$ cat src/source/soc_pkg.sv
////////////////////////////////////////////////////////////////////////////
// Shared address map, register offsets and bus types of the peripheral side.
// Import it inside each module body that needs one of these names.
////////////////////////////////////////////////////////////////////////////
package soc_pkg;

  // bus widths
  typedef logic [31:0] addr_t;
  typedef logic [31:0] data_t;
  typedef logic [3:0] strb_t;
  typedef logic [15:0] baud_div_t;
  typedef logic [7:0] uart_byte_t;

  // I/O window, both ends inclusive
  localparam addr_t IO_BASE = 32'h1000_0000;
  localparam addr_t IO_END = 32'h1200_0000;

  // uart ports, one window of UART_STRIDE bytes each
  localparam addr_t UART_BASE = 32'h1000_0000;
  localparam addr_t UART_STRIDE = 32'h0000_0100;
  // write is TX, read is RX
  localparam addr_t UART_DATA_OFS = 32'h0000_0000;
  localparam addr_t UART_LSR_OFS = 32'h0000_0014;

  // system register block
  localparam addr_t SYS_BASE = 32'h1100_0000;
  localparam addr_t DIV_OFS = 32'h0000_0000;
  localparam addr_t FREQ_OFS = 32'h0000_0004;
  localparam addr_t MEMSIZE_OFS = 32'h0000_0008;
  localparam addr_t REBOOT_ADDR = 32'h1100_0100;
  localparam logic [15:0] REBOOT_MAGIC = 16'h7777;

  // line status bits
  localparam int LSR_DR_BIT = 0;
  localparam int LSR_THRE_BIT = 5;
  localparam int LSR_TEMT_BIT = 6;

  // RX reads this while nothing is waiting
  localparam data_t RX_EMPTY_WORD = 32'hFFFF_FFFF;

  typedef enum logic [1:0] {
    RX_IDLE,
    RX_START,
    RX_DATA,
    RX_STOP
  } uart_rx_state_t;

  typedef enum logic [1:0] {
    TX_IDLE,
    TX_START,
    TX_DATA,
    TX_STOP
  } uart_tx_state_t;

endpackage

$ cat src/source/sys_regs.sv
////////////////////////////////////////////////////////////////////////////
// System registers: divider, clock frequency, memory size and the reboot
// command. Any offset in the block answers after one cycle.
////////////////////////////////////////////////////////////////////////////
`timescale 1ns/100ps

module sys_regs #(
  parameter soc_pkg::data_t SYSTEM_CLK = 32'd50_000_000,
  parameter soc_pkg::data_t MEM_SIZE = 32'h0100_0000
) (
  input  logic               clk,
  input  logic               resetn,
  input  logic               sel_i,
  input  soc_pkg::addr_t     addr_i,
  input  soc_pkg::strb_t     wstrb_i,
  input  soc_pkg::data_t     wdata_i,
  output logic               ready_o,
  output soc_pkg::data_t     rdata_o,
  output soc_pkg::baud_div_t baud_div_o,
  output logic               reboot_o
);

  import soc_pkg::*;

  logic take;
  logic wr;
  logic is_div;
  logic is_reboot;
  logic ready_q;
  logic reboot_hit_q;
  logic reboot_q;
  data_t div_q;
  data_t rd_word;
  data_t rdata_q;

  assign take = sel_i && !ready_q;
  assign wr = |wstrb_i;
  assign is_div = (addr_i == SYS_BASE + DIV_OFS);
  assign is_reboot = wr && (addr_i == REBOOT_ADDR) && (wdata_i[15:0] == REBOOT_MAGIC);

  always_comb begin
    rd_word = '0;
    if (is_div) begin
      rd_word = div_q;
    end else if (addr_i == SYS_BASE + FREQ_OFS) begin
      rd_word = SYSTEM_CLK;
    end else if (addr_i == SYS_BASE + MEMSIZE_OFS) begin
      rd_word = MEM_SIZE;
    end
  end

  always_ff @(posedge clk) begin
    if (!resetn) begin
      ready_q <= 1'b0;
      reboot_hit_q <= 1'b0;
      reboot_q <= 1'b0;
      div_q <= '0;
    end else begin
      ready_q <= take;
      // match lines up with ready, pulse comes one cycle later
      reboot_hit_q <= take && is_reboot;
      reboot_q <= reboot_hit_q;
      if (take && wr && is_div) begin
        for (int b = 0; b < 4; b++) begin
          if (wstrb_i[b]) begin
            div_q[8*b +: 8] <= wdata_i[8*b +: 8];
          end
        end
      end
    end
  end

  always_ff @(posedge clk) begin
    if (take) begin
      rdata_q <= rd_word;
    end
  end

  assign ready_o = ready_q;
  assign rdata_o = ready_q ? rdata_q : '0;
  // upper half is kept for software only
  assign baud_div_o = div_q[15:0];
  assign reboot_o = reboot_q;

endmodule

$ cat config.mk
export PLATFORM = sky130hd
export DESIGN_NAME = sys_regs
export DESIGN_NICKNAME = d
export VERILOG_FILES = /design/src/source/soc_pkg.sv /design/src/source/sys_regs.sv
export SDC_FILE = /design/constraint.sdc
export NUM_CORES = 1
export LEC_CHECK = 0
export BUFFER_PORTS_ARGS = -buffer_cell sky130_fd_sc_hd__buf_2
export CAP_MARGIN = 20
export CELL_PAD_IN_SITES_DETAIL_PLACEMENT = 1
export CELL_PAD_IN_SITES_GLOBAL_PLACEMENT = 2
export CORE_MARGIN = 2
export CORE_UTILIZATION = 32
export CTS_CLUSTER_DIAMETER = 120
export DETAILED_ROUTE_END_ITERATION = 7
export PLACE_DENSITY = 0.94
export SYNTH_ARGS = -nofsm -noshare
export SYNTH_HDL_FRONTEND = slang
export SYNTH_SLANG_ARGS = --single-unit
$ cat constraint.sdc
create_clock -name clk -period 7 [get_ports clk]
set_clock_uncertainty 0.2 [all_clocks]
set_input_delay 0.7 -clock clk [delete_from_list [all_inputs] [get_ports clk]]
set_output_delay 0.7 -clock clk [all_outputs]
set_load 0.005 [all_outputs]
**Word level (Yosys, flattened, before mapping)**

Index checks and enable logic that the tools add are counted.

- Muxes and demuxes: 4
- Equality and inequality tests: 5
- Reductions and logical operators: 12

Operators by type and width:

| operator | number |
|---|---|
| $eq 32x29->1 const B | 4 |
| $mux 32 | 2 |
| $mux 26 | 1 |
| $mux 25 | 1 |
| $eq 16x15->1 const B | 1 |
| $reduce_and 2->1 | 4 |
| $logic_and 1x1->1 | 6 |
| $reduce_or 4->1 | 1 |
| $logic_not 1->1 | 1 |

- Register bits: 67
- Logic and storage cells: 29
- Input port bits: 71
- Output and inout port bits: 50

**Depth between registers and ports, before layout**

Gate-level depths: netlist of the first run.

- Word-level depth: 5
- Mapped depth: 5
- Gate-level depth less buffers: 4

**Worst setup path after synthesis of the first run**

OpenSTA, ideal clock, no wires.

- Path type: in2reg
- From: in sel_i
- To: reg div_q[0]
- Slack: 3.147 ns
- Setup time: 0.072 ns
- Path buffers: 0
- Arrival time: 3.581 ns
- Cell stages on the path: 4
- Required time: 6.728 ns
- Cells stage by stage: nor2b_1 nand4_2 nor4_4 mux2i_1

- Word-level cells in the longest chain between the ends: 4

Ends and longest elaborated chain:

| element | RTL line | RTL |
|---|---|---|
| start, declared | sys_regs.sv:13 | `input logic sel_i,` |
| $logic_and 1x1->1 | sys_regs.sv:36 | `assign take = sel_i && !ready_q;` |
| $logic_and 1x1->1 (2 in a row) | sys_regs.sv:63 | `if (take && wr && is_div) begin` |
| $reduce_and 2->1 (no line) | -- |  |
| end signal, assigned by index | sys_regs.sv:66 | `div_q[8*b +: 8] <= wdata_i[8*b +: 8];` |
| end, declared | sys_regs.sv:32 | `data_t div_q;` |

Every way passes these cells.
A chain may end at the register's enable or synchronous reset.

**Final worst setup path of the first run**

- From: reg ready_q, in the netlist ready_o
- To: reg div_q[23]

- Word-level cells in the longest chain between the ends: 5

Ends and longest elaborated chain:

| element | RTL line | RTL |
|---|---|---|
| start, declared | sys_regs.sv:29 | `logic ready_q;` |
| start signal, assigned | sys_regs.sv:59 | `ready_q <= take;` |
| $logic_not 1->1 | sys_regs.sv:36 |  |
| $logic_and 1x1->1 | sys_regs.sv:36 |  |
| net take | sys_regs.sv:25 | `logic take;` |
| $logic_and 1x1->1 (2 in a row) | sys_regs.sv:63 |  |
| $reduce_and 2->1 (no line) | -- |  |

The timed path passes the listed nets, and every way through them passes these cells.

==> impl_results.md, run 1 <==
- Root Driver: clkbuf_8
- Total of warnings raised by yosys: 0
- TritonCTS Sinks: 67
- Syn_area_per_cell: 10.93 um^2
- RePlAce Congestion: 0.7813
- Critical path peak fanout: 34
- Area leader, netlist: edfxtp_1
- Detailed placement HPWL: 6125 um
- Placed cells: 520
- Hold WC Path Type: flop to flop
- Max Slew Vio Count: 0
- Post-cts resize count: 0
- Synth top area share: 30.01%
- Dpl ws: 3957 ps
- Worst setup margin: 4129 ps
- Die Y: 104.0 um
- Starting Density: 32.91%
- Io pins: approximately 120
- Fin nets: 470
- TritonCTS clock tree: done
- Routed via count: roughly 2400
- Vias in the first global route: 2601
- # setup viols final: 0
- FMAX: 348.4 MHz
- Syn_nets: ~360
- Cell variety after synth: 26
- First-pass GRT wire length: roughly 13000 um
- Router iterations before antenna repair: 4
- Total Wirelength: 8180 um
- CTS buffer count: 9
- Avg WL per Cell: 15.23 um
- H-Tree Depth: 3
- Worst hold margin: 236.8 ps
- Worst-path clk slew: 70 ps
- DR iter-0 viols: between 70 and 80
- Setup tns final: 0 ps
- Setup bufs post-CTS: 0
- Pwr dens: around 200 nW/um^2
- RSZ-0062 raised after global routing: no
- Worst path required time: 7080 ps
- Status: completed
- Diode count: 0
- Full die area: roughly 11000 um^2
- Measured slew at the worst slew-check pin: a little over 900 ps
- Slew headroom: 37.62%
- Initial antenna violation count: 0
- Period minus WS final: 2871 ps
- Port-buffer cells: 120
- Final Power: roughly 800 uW
- Largest net degree at the start of global routing: 67
- Rows: 36
- Commonest non-fill, non-tap cell in the layout: buf_2
- Critical Path Sink Type: flop
- Period utilisation layout: 41.01%
- Synthesized cell area: 3202 um^2
- Finished Core Util: 41.46%
- Final hold vios: 0
- WS Path Type: flop to flop
- Layout cells sized above 1: 37.87%
- Max_cap viols: 0
- VDD IR max: about 76 uV
- Post-synth EDFFs: 32
- Vias/cell: 4.553
- Sequential share of the synthesized area: 51.90%
- CTS Hold Bufs: 0
- Largest cells by area after synthesis: edfxtp_1 30%, dfxtp_1 22%, and2_1 10%
- Post-synthesis register bit count: 67
- Most frequent cells in the layout: 120 x buf_2, 66 x nand2_1, 53 x and2_1, 35 x dfxtp_1
- Post-Layout Cell Count: 537
- Clk Latency, worst-skew pair: between 300 and 400 ps
- Total grt overflow: 0
- DIE WIDTH: around 100 um
- Post-synth ARST share: 0%
- All-Layer GR Usage: 15.71%
- Antenna-violating nets left: 0
- Synth Flop Type: dfxtp_1
- Area grow syn2layout: 25.99%
- Core footprint: about 10000 um^2
- Clock Path Buffers: 2
- Synthesized instance count: 293
- Design Area, Final: about 4000 um^2
- Number of remaining DRC errors: 0
- Startpoint Class: flop
- Placed instance area: 3835 um^2
- Arrival time at the worst endpoint: 2950 ps
- P_leak: about 1.7 nW
==> Yosys cell counts (3+ instances only) <==
| master | n |
|---|---|
| nand2_1 | 66 |
| and2_1 | 53 |
| clkbuf_1 | 12 |
| o21a_1 | 12 |
| buf_4 | 16 |
| mux2i_1 | 32 |
| nor4_4 | 6 |
| edfxtp_1 | 32 |
| dfxtp_1 | 35 |
| nor4_2 | 3 |
| inv_1 | 4 |
| nor3_1 | 3 |
==> path summary, 6_finish.rpt <==
| kind | from | to | slack [ps] | cells past startpoint |
|---|---|---|---|---|
| worst max register to register | ready_o$_SDFF_PN0_ | div_q[23]$_SDFFE_PN0P_ | 4130 | 5 |
| worst min-delay path | reboot_hit_q$_SDFF_PN0_ | reboot_o$_SDFF_PN0_ | 240 | 1 |
| worst min register to register | reboot_hit_q$_SDFF_PN0_ | reboot_o$_SDFF_PN0_ | 240 | 1 |
| worst max-delay path | ready_o$_SDFF_PN0_ | div_q[23]$_SDFFE_PN0P_ | 4130 | 5 |
==> area by class of cell <==
type	count	area (um^2)
clock buffer	14	152.6
clock inverter	2	35.03
fill	1180	5695
inverter	4	15.01
multi-input combinational	193	1369
sequential	67	1662
tap	133	166.4
timing repair buffer	124	634.4
==> where the power goes <==
part / switching [mW] / internal [mW] / total [mW] / leakage (nW)
registers: 0.00424 / 0.418 / 0.422 / 0.607
logic: 0.0325 / 0.0269 / 0.0594 / 1.03
clock network: 0.141 / 0.174 / 0.315 / 0.0947
total: 0.178 / 0.619 / 0.797 / 1.73
==> kinds of logic after synthesis <==
| family | after synthesis | share of synthesized area, % |
|---|---|---|
| mux | 32 | 10.00 |
| compound gates | 13 | 3.048 |
| buf+inv | 33 | 5.783 |
| simple gates | 148 | 29.27 |
| flops | 67 | 51.90 |
==> critical path: stages (launching register included) <==
cell and delay (ps):
dfxtp_1 620, nor2b_4 210, buf_4 420, nand4_2 350, nor4_4 710, mux2i_1 280
==> sequential cells by signal (all words and copies together), names as in the netlist <==
register,cells
reboot_hit_q,1
div_q,32
rdata_q,32
reboot_o,1
ready_o,1
==> metal layers <==
layer / part of all wire [%] / GRT usage [%] / routed length [um]
met3: 5.9 / 4.950 / 483
met2: 52 / 28.48 / 4236
met1: 41 / 17.00 / 3314
met5: 0 / 0 / 0
met4: 1.8 / 6.081 / 146
Note: power is estimated with default switching activity, not from simulation.
==> run 2, diff against run 1 <==
Settings changed: ABC_AREA set to 1, CORE_UTILIZATION 32 to 27, PLACE_DENSITY 0.94 to 0.88.
Clock period 7 ns to 2.98 ns, I/O delays scaled along.
==> impl_results.md, run 2 <==
- Status: completed
- Most frequent cells in the layout: 137 x inv_1, 120 x buf_2, 111 x nand2_1, 83 x nor2_1, 36 x nand4_1
- Largest cells by area after synthesis: edfxtp_1 26%, dfxtp_1 19%, inv_1 14%
- Critical path buffers and inverters: 2 (+1)
- RSZ-0062 raised after global routing: no
- Crit path launch: addr_i[15]
- Cell variety after synth: 26 (unchanged)
- Vias/cell: 4.230 (-7.1%)
- Total Wirelength: 10280 um (+26%)
- Biggest registers after layout: div_q x32, rdata_q x32
- Syn_area_per_cell: 7.247 um^2 (-34%)
- Commonest non-fill, non-tap cell in the layout: inv_1
- Setup tns final: 0 ps (unchanged)
- Number of remaining DRC errors: 0 (unchanged)
- Diode count: 0 (unchanged)
- Cell with the most instances after synthesis: inv_1
- Area leader, netlist: edfxtp_1
- Synthesized cell area: 3696 um^2 (+15%)
- Period utilisation layout: around three fifths
- Sequential share of the synthesized area: 44.96% (-6.9 points)
- Syn_nets: 581 (+60%)
- Setup bufs post-CTS: 0 (unchanged)
- CTS Hold Bufs: 0 (unchanged)
- Max Slew Vio Count: 0 (unchanged)
- DR iter-0 viols: 89 (+16%)
- DIE WIDTH: 121 um (+16%)
- H-Tree Depth: 3 (unchanged)
- Arrival time at the worst endpoint: 1780 ps (-1170 ps)
- First-pass GRT wire length: 16750 um (+28%)
- Largest family of logic cells by synthesized area: simple AND/OR/NAND/NOR gates
- Port-buffer cells: 120 (unchanged)
- XOR/XNOR share of the synthesized area: 0% (unchanged)
- Area grow syn2layout: 24.68%
- Hold Crit Depth: 3 (+2)
- All-Layer GR Usage: 14.69% (-1.0 points)
- Synth Area in Compound Gates: 2.200% (-0.85 points)
- Antenna-violating nets left: 0 (unchanged)
- Die Y: 121 um (+16%)
- Io pins: 121 (unchanged)
- Top post-synthesis cells by count: 137 x inv_1, 111 x nand2_1, 83 x nor2_1
- Period minus WS final: 1836 ps
- Starting Density: 27.80% (-5.1 points)
- WP depth: 8 (+3)
- Largest net degree at the start of global routing: 34 (-49%)
- Multiplexer area fraction after synthesis: 0% (-10 points)
- Post-synth ARST share: 0% (unchanged)
- WS Path Type: input pin to flop
- CTS buffer count: 9 (unchanged)
- Clock Path Buffers: 2 (unchanged)
- Critical Path Sink Type: flop
- Adder-cell share of the synthesized area: 0% (unchanged)
- Worst path required time: 2920 ps (-4160 ps)
- Critical path peak fanout: 32 (-5.9%)
- CP max stage cell: o21ai_0
- Core footprint: 13300 um^2 (+37%)
- Synth Flop Type: dfxtp_1
- Avg WL per Cell: 13.01 um (-15%)
- Full die area: 14640 um^2 (+35%)
- Layout cells sized above 1: 24.92% (-13 points)
- Total grt overflow: 0 (unchanged)
- Final hold vios: 0 (unchanged)
- Finished Core Util: 34.66% (-6.8 points)
- Initial antenna violation count: 0 (unchanged)
- Detailed placement HPWL: 7951 um (+30%)
- Worst-path clk slew: 50 ps (-20 ps)
- Largest delay share family, worst path: simple AND/OR/NAND/NOR gates
- Reg-to-reg critical path startpoint: ready_o$_SDFF_PN0_
- Synth top area share: 26.00% (-4.0 points)
- Synth Area in Simple Gates: 31.52% (+2.2 points)
- Router iterations before antenna repair: 4 (unchanged)
- Max_cap viols: 0 (unchanged)
- Post-synthesis register bit count: 67 (unchanged)
- Routed via count: 3342 (+37%)
- Slew headroom: 60.53% (+23 points)
- Hold path startpoint: sel_i
- Total of warnings raised by yosys: 0 (unchanged)
- FMAX: 544.6 MHz
- P_leak: 2.485 nW (+44%)
- # setup viols final: 0 (unchanged)
- Synthesized instance count: 510 (+74%)
- Startpoint Class: input pin
- TritonCTS Sinks: 67 (unchanged)
- TritonCTS clock tree: done
- Clk Latency, worst-skew pair: 330 ps (-20 ps)
- Depth of the worst register-to-register path: 4 (-1)
- Rows: 42 (+17%)
- VDD IR max: 281.0 uV (+270%)
- CP cell instances: buf_2 -> nor2_1 -> nand2_1 -> nor2_4 -> nand2_4 -> nor2_8 -> inv_2 -> o21ai_0
- Root Driver: clkbuf_16
- Post-cts resize count: 0 (unchanged)
- Post-synth EDFFs: 32 (unchanged)
- Fin nets: 680 (+45%)
- Hold WC Path Type: input pin to flop
- Vias in the first global route: 3504 (+35%)
- Pwr dens: 495.8 nW/um^2 (+150%)
- Max incr delay on CP: 320 ps (-390 ps)
- RePlAce Congestion: 0.7897 (+1.1%)
- Measured slew at the worst slew-check pin: 591.4 ps (-343.1 ps)
-- run 2: cell types whose count changed after synthesis, sizes merged, moves of 13 or more --
cell / delta
o21ai: +13
nand4: +32
inv: +134
and2: -53
mux2i: -32
nand2: +48
nor2: +87
buf: +15
-- run 2: path summary, 6_finish.rpt --
check                                to  slack [ps]
setup / recovery   rdata_q[7]$_DFFE_PN_        1140
hold / removal       ready_o$_SDFF_PN0_          60
hold reg to reg     reboot_o$_SDFF_PN0_         250
setup reg to reg  rdata_q[22]$_DFFE_PN_        1160
-- run 2: power breakdown --
part	leakage (nW)	switching, mW	internal [mW]
clock	0.145	0.378	0.734
sequential	0.602	0.00529	0.984
combinational	1.74	0.114	0.0697
-- run 2: final cells by class --
| type | instances | area, um^2 |
|---|---|---|
| repair buffers | 126 | 658.1 |
| well taps | 176 | 220.2 |
| clock buffers | 14 | 244.0 |
| flip-flops and latches | 67 | 1662 |
| clock inverters | 2 | 60.06 |
| inverters | 138 | 518.0 |
| fillers | 1707 | 8687 |
| multi-input cells | 267 | 1246 |
-- run 2: logic make-up (layout without fill, tap and decap cells) --
logic type	Yosys count	after routing
buffers and inverters	176	280
and+or+nand+nor	253	253
AOI/OAI and AO/OA	14	14
DFF	67	67
-- run 2: worst register-to-register path, cell delays in order, from the launching register on --
cell and delay, ps:
dfxtp_1 300, inv_1 60, nand2_2 70, inv_1 450
buf_4 400
-- run 2: stage by stage --
| step | cell area (um^2) | instances | setup WS (ps) | power (mW) | hold WS (ps) |
|---|---|---|---|---|---|
| 6_report | 4608 | 790 | 1144 | 2.285 | 60.39 |
| 4_1_cts | 4608 | 790 | 1108 | 2.307 | 62.65 |
| 5_1_grt | 4608 | 790 | 992.6 | 2.366 | 72.79 |
| 2_1_floorplan | 3696 | 510 | 1197 | 1.104 | 190.5 |
| 3_5_place_dp | 4304 | 774 | 785.6 | 1.196 | 250.5 |
| 3_3_place_gp | 4304 | 774 | 1007 | 1.190 | 247.4 |
-- run 2: routing by layer --
layer  wire length [um]  track usage [%]  vias up
met5                  0                0        -
met4                276            6.831        0
met3                605            3.853       21
met2               5134            25.95       93
met1               4259            16.40     1526
li1                   -                -     1702
