**config.mk**
```make
export PLATFORM = sky130hd
export DESIGN_NAME = uart_port
export DESIGN_NICKNAME = d
export VERILOG_FILES = /design/src/source/soc_pkg.sv /design/src/source/uart_tx.sv /design/src/source/uart_rx.sv /design/src/source/uart_port.sv
export SDC_FILE = /design/constraint.sdc
export NUM_CORES = 1
export LEC_CHECK = 0
export ABC_AREA = 1
export BUFFER_PORTS_ARGS = -buffer_cell sky130_fd_sc_hd__clkbuf_2
export CAP_MARGIN = 20
export CORE_MARGIN = 5
export CORE_UTILIZATION = 55
export CTS_CLUSTER_DIAMETER = 30
export DETAILED_ROUTE_END_ITERATION = 8
export GPL_ROUTABILITY_DRIVEN = 0
export GPL_TIMING_DRIVEN = 1
export PLACE_DENSITY = 0.82
export SKIP_LAST_GASP = 1
export SYNTH_ARGS = -nofsm -noshare
export SYNTH_HDL_FRONTEND = slang
export SYNTH_HIERARCHICAL = 1
export SYNTH_SLANG_ARGS = --single-unit
```
**constraint.sdc**
```tcl
create_clock -name clk -period 2.85 [get_ports clk]
set_clock_uncertainty 0.2 [all_clocks]
set_input_delay 0.57 -clock clk [delete_from_list [all_inputs] [get_ports clk]]
set_output_delay 0.57 -clock clk [all_outputs]
set_load 0.05 [all_outputs]
```
**src/source/soc_pkg.sv**
```systemverilog
////////////////////////////////////////////////////////////////////////////
// Shared address map, register offsets and bus types of the peripheral side.
// Import it inside each module body that needs one of these names.
////////////////////////////////////////////////////////////////////////////
package soc_pkg;

  // bus widths
  typedef logic [31:0] addr_t;
  typedef logic [31:0] data_t;
  typedef logic [3:0] strb_t;
  typedef logic [15:0] baud_div_t;
  typedef logic [7:0] uart_byte_t;

  // I/O window, both ends inclusive
  localparam addr_t IO_BASE = 32'h1000_0000;
  localparam addr_t IO_END = 32'h1200_0000;

  // uart ports, one window of UART_STRIDE bytes each
  localparam addr_t UART_BASE = 32'h1000_0000;
  localparam addr_t UART_STRIDE = 32'h0000_0100;
  // write is TX, read is RX
  localparam addr_t UART_DATA_OFS = 32'h0000_0000;
  localparam addr_t UART_LSR_OFS = 32'h0000_0014;

  // system register block
  localparam addr_t SYS_BASE = 32'h1100_0000;
  localparam addr_t DIV_OFS = 32'h0000_0000;
  localparam addr_t FREQ_OFS = 32'h0000_0004;
  localparam addr_t MEMSIZE_OFS = 32'h0000_0008;
  localparam addr_t REBOOT_ADDR = 32'h1100_0100;
  localparam logic [15:0] REBOOT_MAGIC = 16'h7777;

  // line status bits
  localparam int LSR_DR_BIT = 0;
  localparam int LSR_THRE_BIT = 5;
  localparam int LSR_TEMT_BIT = 6;

  // RX reads this while nothing is waiting
  localparam data_t RX_EMPTY_WORD = 32'hFFFF_FFFF;

  typedef enum logic [1:0] {
    RX_IDLE,
    RX_START,
    RX_DATA,
    RX_STOP
  } uart_rx_state_t;

  typedef enum logic [1:0] {
    TX_IDLE,
    TX_START,
    TX_DATA,
    TX_STOP
  } uart_tx_state_t;

endpackage

```
**src/source/uart_tx.sv**
```systemverilog
////////////////////////////////////////////////////////////////////////////
// 8N1 serial transmitter with a one-byte holding register in front of the
// shifter. Push a byte with valid_i while ready_o is high.
////////////////////////////////////////////////////////////////////////////
`timescale 1ns/100ps

module uart_tx (
  input  logic                clk,
  input  logic                resetn,
  input  logic                valid_i,
  input  soc_pkg::uart_byte_t data_i,
  input  soc_pkg::baud_div_t  baud_div_i,
  output logic                tx_o,
  output logic                ready_o,
  output logic                busy_o
);

  import soc_pkg::*;

  uart_tx_state_t state_q;
  baud_div_t cnt_q;
  logic [2:0] bit_q;
  logic hold_full_q;
  logic tx_q;
  uart_byte_t hold_q;
  uart_byte_t shift_q;
  logic bit_end;
  logic load;

  assign bit_end = (cnt_q == baud_div_i - 16'd1);
  // holding register moves into the shifter only from idle
  assign load = (state_q == TX_IDLE) && hold_full_q;

  always_ff @(posedge clk) begin
    if (!resetn) begin
      state_q <= TX_IDLE;
      cnt_q <= '0;
      bit_q <= '0;
      hold_full_q <= 1'b0;
      tx_q <= 1'b1;
    end else begin
      cnt_q <= cnt_q + 16'd1;
      if (valid_i && !hold_full_q) begin
        hold_full_q <= 1'b1;
      end
      case (state_q)
        TX_IDLE: begin
          cnt_q <= '0;
          if (hold_full_q) begin
            hold_full_q <= 1'b0;
            tx_q <= 1'b0;
            state_q <= TX_START;
          end
        end
        TX_START: begin
          if (bit_end) begin
            cnt_q <= '0;
            bit_q <= '0;
            tx_q <= shift_q[0];
            state_q <= TX_DATA;
          end
        end
        TX_DATA: begin
          if (bit_end) begin
            cnt_q <= '0;
            if (bit_q == 3'd7) begin
              tx_q <= 1'b1;
              state_q <= TX_STOP;
            end else begin
              bit_q <= bit_q + 3'd1;
              tx_q <= shift_q[bit_q + 3'd1];
            end
          end
        end
        default: begin
          // stop bit, line already high
          if (bit_end) begin
            cnt_q <= '0;
            state_q <= TX_IDLE;
          end
        end
      endcase
    end
  end

  always_ff @(posedge clk) begin
    if (valid_i && !hold_full_q) begin
      hold_q <= data_i;
    end
    if (load) begin
      shift_q <= hold_q;
    end
  end

  assign tx_o = tx_q;
  assign ready_o = !hold_full_q;
  assign busy_o = hold_full_q || (state_q != TX_IDLE);

endmodule

```
**src/source/uart_rx.sv**
```systemverilog
////////////////////////////////////////////////////////////////////////////
// 8N1 serial receiver with a one-byte buffer. data_o holds the byte
// zero-extended until read_i, otherwise it reads all ones.
////////////////////////////////////////////////////////////////////////////
`timescale 1ns/100ps

module uart_rx (
  input  logic               clk,
  input  logic               resetn,
  input  logic               rx_i,
  input  soc_pkg::baud_div_t baud_div_i,
  input  logic               read_i,
  output soc_pkg::data_t     data_o
);

  import soc_pkg::*;

  uart_rx_state_t state_q;
  baud_div_t cnt_q;
  logic [2:0] bit_q;
  logic rx_meta_q;
  logic rx_s_q;
  logic full_q;
  uart_byte_t shift_q;
  uart_byte_t buf_q;
  logic half_end;
  logic bit_end;
  logic sample_bit;
  logic stop_ok;

  assign half_end = (cnt_q == (baud_div_i >> 1) - 16'd1);
  assign bit_end = (cnt_q == baud_div_i - 16'd1);
  assign sample_bit = (state_q == RX_DATA) && bit_end;
  // a low stop bit drops the byte
  assign stop_ok = (state_q == RX_STOP) && bit_end && rx_s_q;

  always_ff @(posedge clk) begin
    if (!resetn) begin
      rx_meta_q <= 1'b1;
      rx_s_q <= 1'b1;
      state_q <= RX_IDLE;
      cnt_q <= '0;
      bit_q <= '0;
      full_q <= 1'b0;
    end else begin
      rx_meta_q <= rx_i;
      rx_s_q <= rx_meta_q;
      cnt_q <= cnt_q + 16'd1;
      case (state_q)
        RX_IDLE: begin
          cnt_q <= '0;
          if (!rx_s_q) begin
            state_q <= RX_START;
          end
        end
        RX_START: begin
          // middle of the start bit, reject glitches
          if (half_end) begin
            cnt_q <= '0;
            bit_q <= '0;
            state_q <= rx_s_q ? RX_IDLE : RX_DATA;
          end
        end
        RX_DATA: begin
          if (bit_end) begin
            cnt_q <= '0;
            bit_q <= bit_q + 3'd1;
            if (bit_q == 3'd7) begin
              state_q <= RX_STOP;
            end
          end
        end
        default: begin
          if (bit_end) begin
            state_q <= RX_IDLE;
          end
        end
      endcase

      // new byte wins over a read in the same cycle
      if (stop_ok) begin
        full_q <= 1'b1;
      end else if (read_i) begin
        full_q <= 1'b0;
      end
    end
  end

  always_ff @(posedge clk) begin
    if (sample_bit) begin
      shift_q <= {rx_s_q, shift_q[7:1]};
    end
    if (stop_ok) begin
      buf_q <= shift_q;
    end
  end

  assign data_o = full_q ? data_t'(buf_q) : RX_EMPTY_WORD;

endmodule

```
**src/source/uart_port.sv**
```systemverilog
////////////////////////////////////////////////////////////////////////////
// Bus side of one UART port: TX holding write, RX read and line status.
// A TX write waits until the transmitter can take the byte.
////////////////////////////////////////////////////////////////////////////
`timescale 1ns/100ps

module uart_port (
  input  logic               clk,
  input  logic               resetn,
  input  logic               sel_i,
  input  soc_pkg::addr_t     addr_i,
  input  soc_pkg::strb_t     wstrb_i,
  input  soc_pkg::data_t     wdata_i,
  input  soc_pkg::baud_div_t baud_div_i,
  output logic               ready_o,
  output soc_pkg::data_t     rdata_o,
  output logic               irq_o,
  output logic               tx_o,
  input  logic               rx_i
);

  import soc_pkg::*;

  localparam addr_t OFS_MASK = UART_STRIDE - 32'd1;

  logic wr;
  logic is_data;
  logic is_lsr;
  logic tx_hit;
  logic tx_accept;
  logic other_take;
  logic rx_read;
  logic tx_ready;
  logic tx_busy;
  logic data_ready;
  logic ready_q;
  logic tx_seen_q;
  logic thre_q;
  data_t rx_data;
  data_t rdata_q;
  uart_byte_t lsr;

  assign wr = |wstrb_i;
  assign is_data = ((addr_i & OFS_MASK) == UART_DATA_OFS);
  assign is_lsr = ((addr_i & OFS_MASK) == UART_LSR_OFS);

  // TX write, accepted once per request
  assign tx_hit = sel_i && wr && is_data;
  assign tx_accept = tx_hit && !tx_seen_q && tx_ready;

  // every other access answers after one cycle
  assign other_take = sel_i && !(wr && is_data) && !ready_q;
  assign rx_read = other_take && is_data;

  assign data_ready = (rx_data != RX_EMPTY_WORD);

  always_comb begin
    lsr = '0;
    lsr[LSR_DR_BIT] = data_ready;
    lsr[LSR_THRE_BIT] = thre_q;
    lsr[LSR_TEMT_BIT] = !tx_busy;
  end

  always_ff @(posedge clk) begin
    if (!resetn) begin
      ready_q <= 1'b0;
      tx_seen_q <= 1'b0;
      thre_q <= 1'b1;
    end else begin
      ready_q <= tx_accept || other_take;
      // held until the request goes away
      if (!tx_hit) begin
        tx_seen_q <= 1'b0;
      end else if (tx_accept) begin
        tx_seen_q <= 1'b1;
      end
      if (tx_accept) begin
        thre_q <= 1'b0;
      end else if (tx_ready) begin
        thre_q <= 1'b1;
      end
    end
  end

  // RX is captured before the read clears the buffer
  always_ff @(posedge clk) begin
    if (tx_accept) begin
      rdata_q <= '0;
    end else if (other_take) begin
      if (is_lsr) begin
        rdata_q <= {16'h0000, lsr, 8'h00};
      end else if (is_data) begin
        rdata_q <= rx_data;
      end else begin
        rdata_q <= '0;
      end
    end
  end

  uart_tx u_tx (
    .clk       (clk),
    .resetn    (resetn),
    .valid_i   (tx_accept),
    .data_i    (wdata_i[7:0]),
    .baud_div_i(baud_div_i),
    .tx_o      (tx_o),
    .ready_o   (tx_ready),
    .busy_o    (tx_busy)
  );

  uart_rx u_rx (
    .clk       (clk),
    .resetn    (resetn),
    .rx_i      (rx_i),
    .baud_div_i(baud_div_i),
    .read_i    (rx_read),
    .data_o    (rx_data)
  );

  assign ready_o = ready_q;
  assign rdata_o = ready_q ? rdata_q : '0;
  assign irq_o = data_ready || tx_busy;

endmodule

```
### Yosys cells after proc, flatten, opt, wreduce, memory -nomap -nowiden

Index checks and enable logic that the tools add are counted.

* bitwise gates (word level): 1
* mux-type cells: 41
* add/sub/neg operators: 6
* reductions and logical operators: 39
* order comparisons: 1
* eq/ne operators: 22

Operators by type and width (count)
* 2-to-1 mux 32 bit: 4
* equality test 16 bit: 3
* one-hot mux 16 bit (3 select lines): 1
* adder 16 x 1 -> 16 bit, second input constant: 2
* zero test 32 bit: 1
* 2-to-1 mux 16 bit: 2
* inequality test 32 bit, second input constant: 1
* 2-to-1 mux 2 bit: 11
* subtractor 15 x 1 -> 16 bit, second input constant: 1
* subtractor 16 x 1 -> 16 bit, second input constant: 1
* 2-to-1 mux 3 bit: 5
* logical AND 1 bit: 13
* 2-to-1 mux 1 bit: 12
* inequality test 2 x 1 -> 1 bit, second input constant: 6
* one-hot mux 2 bit (3 select lines): 2
* one-hot mux 3 bit (2 select lines): 2
* AND reduction 5 bit: 2
* nonzero test 2 bit: 5
* equality test 8 x 5 -> 1 bit, second input constant: 1
* inequality test 2 bit, second input constant: 4
* AND reduction 4 bit: 2
* adder 3 x 1 -> 3 bit, second input constant: 2
* equality test 2 bit, second input constant: 3
* equality test 3 bit, second input constant: 2
* other kinds (13): 22

* logic and storage cells: 129
* bits of input ports: 88
* register bits after elaboration: 114
* output and inout bits: 35

### Longest topological paths before layout

* depth after elaboration: 9
* gate-level depth with buffers: 18

### Modules after synthesis

The synthesis kept the hierarchy.

By module, submodules not included
* uart_rx: cells each 484, sequential area each 960.9 µm², area each 3284.4 µm², times used 1
* uart_tx: cells each 365, sequential area each 940.9 µm², area each 2532.4 µm², times used 1
* uart_port: cells each 306, sequential area each 700.7 µm², area each 1918.1 µm², times used 1

### Worst setup path after synthesis

Ideal clock, no wire load.

* path type: input to register
* start point: in baud_div_i[1]
* end point: reg u_rx.shift_q[0], enable pin
* buffers on the path: 0
* setup slack: 0.334 ns
* required time: 2.326 ns
* arrival: 1.992 ns
* stages: 13
* cells stage by stage: inv_1 > ha_1 > nand2_1 > nor2_1 > nor2_1 > nor2_1 > nand2_1 > nor2_1 > nand2_1 > nor2_4 > and2_4 > nand3_4 > inv_1

* cells in the longest elaborated chain, start to end: 3

RTL lines
* start, declared: line uart_port.sv:14 `input soc_pkg::baud_div_t baud_div_i,`
* subtractor 16 x 1 -> 16 bit: line uart_rx.sv:32 `assign bit_end = (cnt_q == baud_div_i - 16'd1);`
* equality test 16 bit: line uart_rx.sv:32
* logical AND 1 bit: line uart_rx.sv:33 `assign sample_bit = (state_q == RX_DATA) && bit_end;`
* via u_rx.sample_bit: line uart_rx.sv:28 `logic sample_bit;`
* end signal, assigned: line uart_rx.sv:91 `shift_q <= {rx_s_q, shift_q[7:1]};`
* end, declared: line uart_rx.sv:24 `uart_byte_t shift_q;`

The timed path passes the listed nets, and every way through them passes these cells.
A chain may end at the register's enable or synchronous reset.

### Worst setup path in the final report

* start point: reg u_rx.full_q
* end point: out irq_o

* cells in the longest elaborated chain, start to end: 3

RTL lines
* start, declared: line uart_rx.sv:23 `logic full_q;`
* start signal, assigned: line uart_rx.sv:44 `full_q <= 1'b0;`
* start signal, assigned: line uart_rx.sv:82 `full_q <= 1'b1;`
* start signal, assigned: line uart_rx.sv:84 `full_q <= 1'b0;`
* 2-to-1 mux 32 bit: line uart_rx.sv:98 `assign data_o = full_q ? data_t'(buf_q) : RX_EMPTY_WORD;`
* via rx_data[8]: line uart_port.sv:39 `data_t rx_data;`
* inequality test 32 bit: line uart_port.sv:55 `assign data_ready = (rx_data != RX_EMPTY_WORD);`
* logical OR 1 bit: line uart_port.sv:122 `assign irq_o = data_ready || tx_busy;`
* end, declared: line uart_port.sv:17 `output logic irq_o,`

The timed path passes the listed nets, and every way through them passes these cells.

==> metrics.md <==
| Metric | Value |
|---|---|
| Count of hold buffers inserted by post-cts repair | 0 |
| Library cell with the largest summed area after synthesis | dfxtp_1 |
| FILL cells | 1,201 |
| Clock tree from TritonCTS | built |
| Top-area cell type share of the netlist area | 0.212 |
| Synthesized cell area | 7730 sq um |
| Final non-filler cell area | 8800 sq um |
| Pin count of the biggest net entering global routing | 36 |
| Fraction of layout instances using a drive strength above 1 | 0.184 |
| Length of routed wiring on met1 | 7.68 mm |
| Instance count of the mapped netlist | 1,155 |
| Final clock period utilization by the worst path | 0.951 |
| Vias in the first global route | 6,585 |
| Count of boundary I/O pins | 123 |
| Finish-stage setup viols | 0 |
| Hold EP | u_tx/hold_q[4] |
| Clock buffers created by TritonCTS | 17 |
| Count of warnings emitted by yosys | 6 |
| Clock latency on the worst-skew pair | 0.42 ns |
| Antenna violations before repair | 0 |
| Met2 wire length | 8.37 mm |
| Launch instance of the worst min-delay path | wdata_i[4] |
| Vertical die dimension | 129 um |
| Pins Over Slew Limit | 0 |
| Achievable clock frequency | 0.369 GHz |
| Register-to-Register Setup Slack | 0.55 ns |
| Synthesis-to-layout area growth | 13.7% |
| Master cell of the clock root buffer | clkbuf_16 |
| Wire length of the first global-routing pass | 29.1 mm |
| Most used standard cells in the synthesized netlist | nand2_1 (324), inv_1 (159), nor2_1 (159) |
| Area of the die | 16,500 sq um |
| Ys flop type | dfxtp_1 |
| Effective utilization at floorplan | 0.559 |
| Total buffers and inverters traversed by the critical path | 2 |
| Startpoint of the worst-slack reg-to-reg timing path | u_rx/cnt_q[5] |
| Congestion Overflow GR | 0 |
| WL/cell | 12.2 um |
| Crit path DAT | 1.94 ns |
| Result of the run | finished, final reports clean |
| Power density cells | 503 nW/um^2 |
| Max-cap check violation count | 0 |
| Largest delay contributor family on the critical path | simple AND/OR/NAND/NOR gates |
| Worst hold path depth | 1 |
| Number of unique standard cell types used by synthesis | 46 |
| Static Leak | 4.47 nW |
| FF-to-FF path depth | 11 |
| GRT Total Usage | 0.213 |
| Post-placement cell area | 8190 sq um |
| 1st-iter DRT viols | 378 |
| Worst-Margin Slew | 0.476 ns |
| Critical path's largest stage delay | 0.42 ns |
| Total length of routed wires | 17.3 mm |
| Vias per cell | 5.01 |
| Worst ir drop on vdd | 0.000434 V |
| Relative max-transition margin | 0.683 |
| Avg Synthesized Cell Area | 6.70 sq um |
| Count of flip-flops with a built-in enable after synthesis | 32 |
| Cell with the most instances after synthesis | nand2_1 |
| Clock transition at path regs | 0.06 ns |
| Detail Placement HPWL | 12.6 mm |
| Number of hold-slack violations in the final timing report | 0 |
| Kind of launch point of the worst setup path | flop |
| Maximum fanout along the worst path | 12 |
| Synthesized netlist net count | 1,256 |
| Master of the slowest instance on the critical path | dfxtp_1 |
| DRC violations left | 0 |
| Worst reg2reg endpoint | u_rx/buf_q[3] |
| Final std cells w/o fill | 1,416 |
| H-Tree Depth | 4 |
| Inserted Diodes | 0 |
| Worst endpoint required time | 2.08 ns |
| Setup CP Type | flop to output port |
| Worst min-delay path category | input port to flop |
| Cell Chain, Critical Path | clkinvlp_4 > or2_2 > nand2_1 > nor2_1 > nand2_1 > nor2_1 > nand3_1 > clkbuf_4 |
| CTS max path bufs | 2 |
| Leading cell types by total area after synthesis | dfxtp_1 (21%), nand2_1 (16%), edfxtp_1 (12%), inv_1 (7.7%), nor2_1 (7.7%) |
| Total number of vias | 7,099 |
| Number of buffers added on ports | 74 |
| Worst setup EP type | output port |
| Shortest period the worst path allows | 2.71 ns |
| Routed wire length on met3 | 852 um |
| First-pass detailed-route iteration total | 5 |
| Clk sinks | 114 |
| Placed cell count | 1,383 |
| Post-synthesis sequential area ratio | 0.336 |
| Width of the chip | 129 um |
| Uppermost layer routed | met4 |
| Number of register bits inferred by synthesis | 114 |
| Post-synth ARST share | 0 |
| Net count of the finished layout | 1,324 |
| Residual antenna-violating net count after detailed routing | 0 |
| Core area | 13,800 sq um |
| FP Rows | 43 |
-- stage by stage --
stage	power (mW)	TNS [ns]	setup slack (ns)	hold slack, ns	util
floorplan	2.15	0	0.334	0.193	-
global placement	2.29	0	0.0283	0.198	0.592
detailed placement	2.30	-0.522	-0.0655	0.202	0.592
CTS	4.46	0	0.00878	0.112	0.636
global route	4.61	-0.00346	-0.00346	0.115	0.636
finish	4.43	0	0.140	0.130	0.636
-- per-layer routing --
metal  vias to the layer above  track usage
li1                       3703            -
met1                      3177        0.270
met2                       183        0.362
met3                        36       0.0345
met4                         0       0.0877
met5                         -            0
-- area by class of cell --
type,count,area (sq um),area share
sequential,114,2600,0.296
clock buffer,19,453,0.0515
multi-input combinational,815,4140,0.471
timing repair inverter,1,5.00,0.000569
timing repair buffer,96,551,0.0626
tap,180,225,0.0256
inverter,178,672,0.0764
clock inverter,13,148,0.0168
-- worst max path at each step --
stage | start | to | cells past startpoint
2_1_floorplan | baud_div_i[1] | u_rx/shift_q[0] | 13
3_3_place_gp | baud_div_i[1] | u_rx/buf_q[6] | 14
3_5_place_dp | baud_div_i[1] | u_rx/buf_q[5] | 14
4_1_cts | u_rx/full_q | irq_o | 8
5_1_grt | u_rx/full_q | irq_o | 8
6_report | u_rx/full_q | irq_o | 8
-- cell usage in the layout, fill, tap and decap left out, types with 5 or more instances in the layout --
master / Yosys / layout
nand2_1: 324 / 324
nor2_1: 159 / 159
inv_1: 159 / 158
dfxtp_1: 82 / 82
clkbuf_2: 1 / 73
nand3_1: 58 / 58
a21oi_1: 45 / 45
edfxtp_1: 32 / 32
xor2_1: 30 / 30
nand4_1: 28 / 28
nand2_2: 24 / 24
buf_4: 27 / 21
o21ai_0: 20 / 20
clkbuf_16: 0 / 17
nor2_4: 16 / 16
xnor2_1: 16 / 16
inv_2: 16 / 16
ha_1: 13 / 13
nor2_2: 12 / 12
or2_2: 12 / 12
nor3_1: 9 / 9
nand3b_1: 8 / 8
nor3b_1: 5 / 5
-- report_power, final --
part / internal (mW) / total [mW] / switching, mW
sequential: 1.69 / 1.71 / 0.0249
clock: 1.35 / 2.15 / 0.803
combinational: 0.181 / 0.568 / 0.387
-- repair_timing --
item | CTS | global route
setup endpoints to repair | 1 | 1
pin swaps | 0 | 0
gates resized for setup | 1 | 2
setup buffers | 0 | 0
cloned | 0 | 1
-- worst register-to-register path, stage by stage (launching register included) --
cell	delay (ns)
dfxtp_1	0.54
nand2_1	0.10
nand2_1	0.07
nor2_1	0.04
nor2_1	0.09
nand2_1	0.06
nor2_1	0.12
nand2_1	0.11
nor2_4	0.10
and2_4	0.16
nand3_1	0.11
inv_1	0.28
-- logic make-up after synthesis --
| kind of cell | Yosys count | share of synthesized area |
|---|---|---|
| AND/OR/NAND/NOR | 674 | 0.403 |
| XOR/XNOR | 46 | 0.0521 |
| adder cells (fa/ha/maj) | 13 | 0.0210 |
| flip-flops | 114 | 0.336 |
| AO/OA/AOI/OAI | 82 | 0.0592 |
| buffers and inverters | 226 | 0.128 |
-- registers in the layout, indices dropped and copies added, names as in the netlist, 2 cells and up --
name,cells
rdata_q,32
u_rx/cnt_q,16
u_tx/cnt_q,16
u_rx/buf_q,8
u_rx/shift_q,8
u_tx/hold_q,8
u_tx/shift_q,8
u_rx/bit_q,3
u_tx/bit_q,3
u_rx/state_q,2
u_tx/state_q,2
No activity file was read; power rests on OpenSTA's default activity.
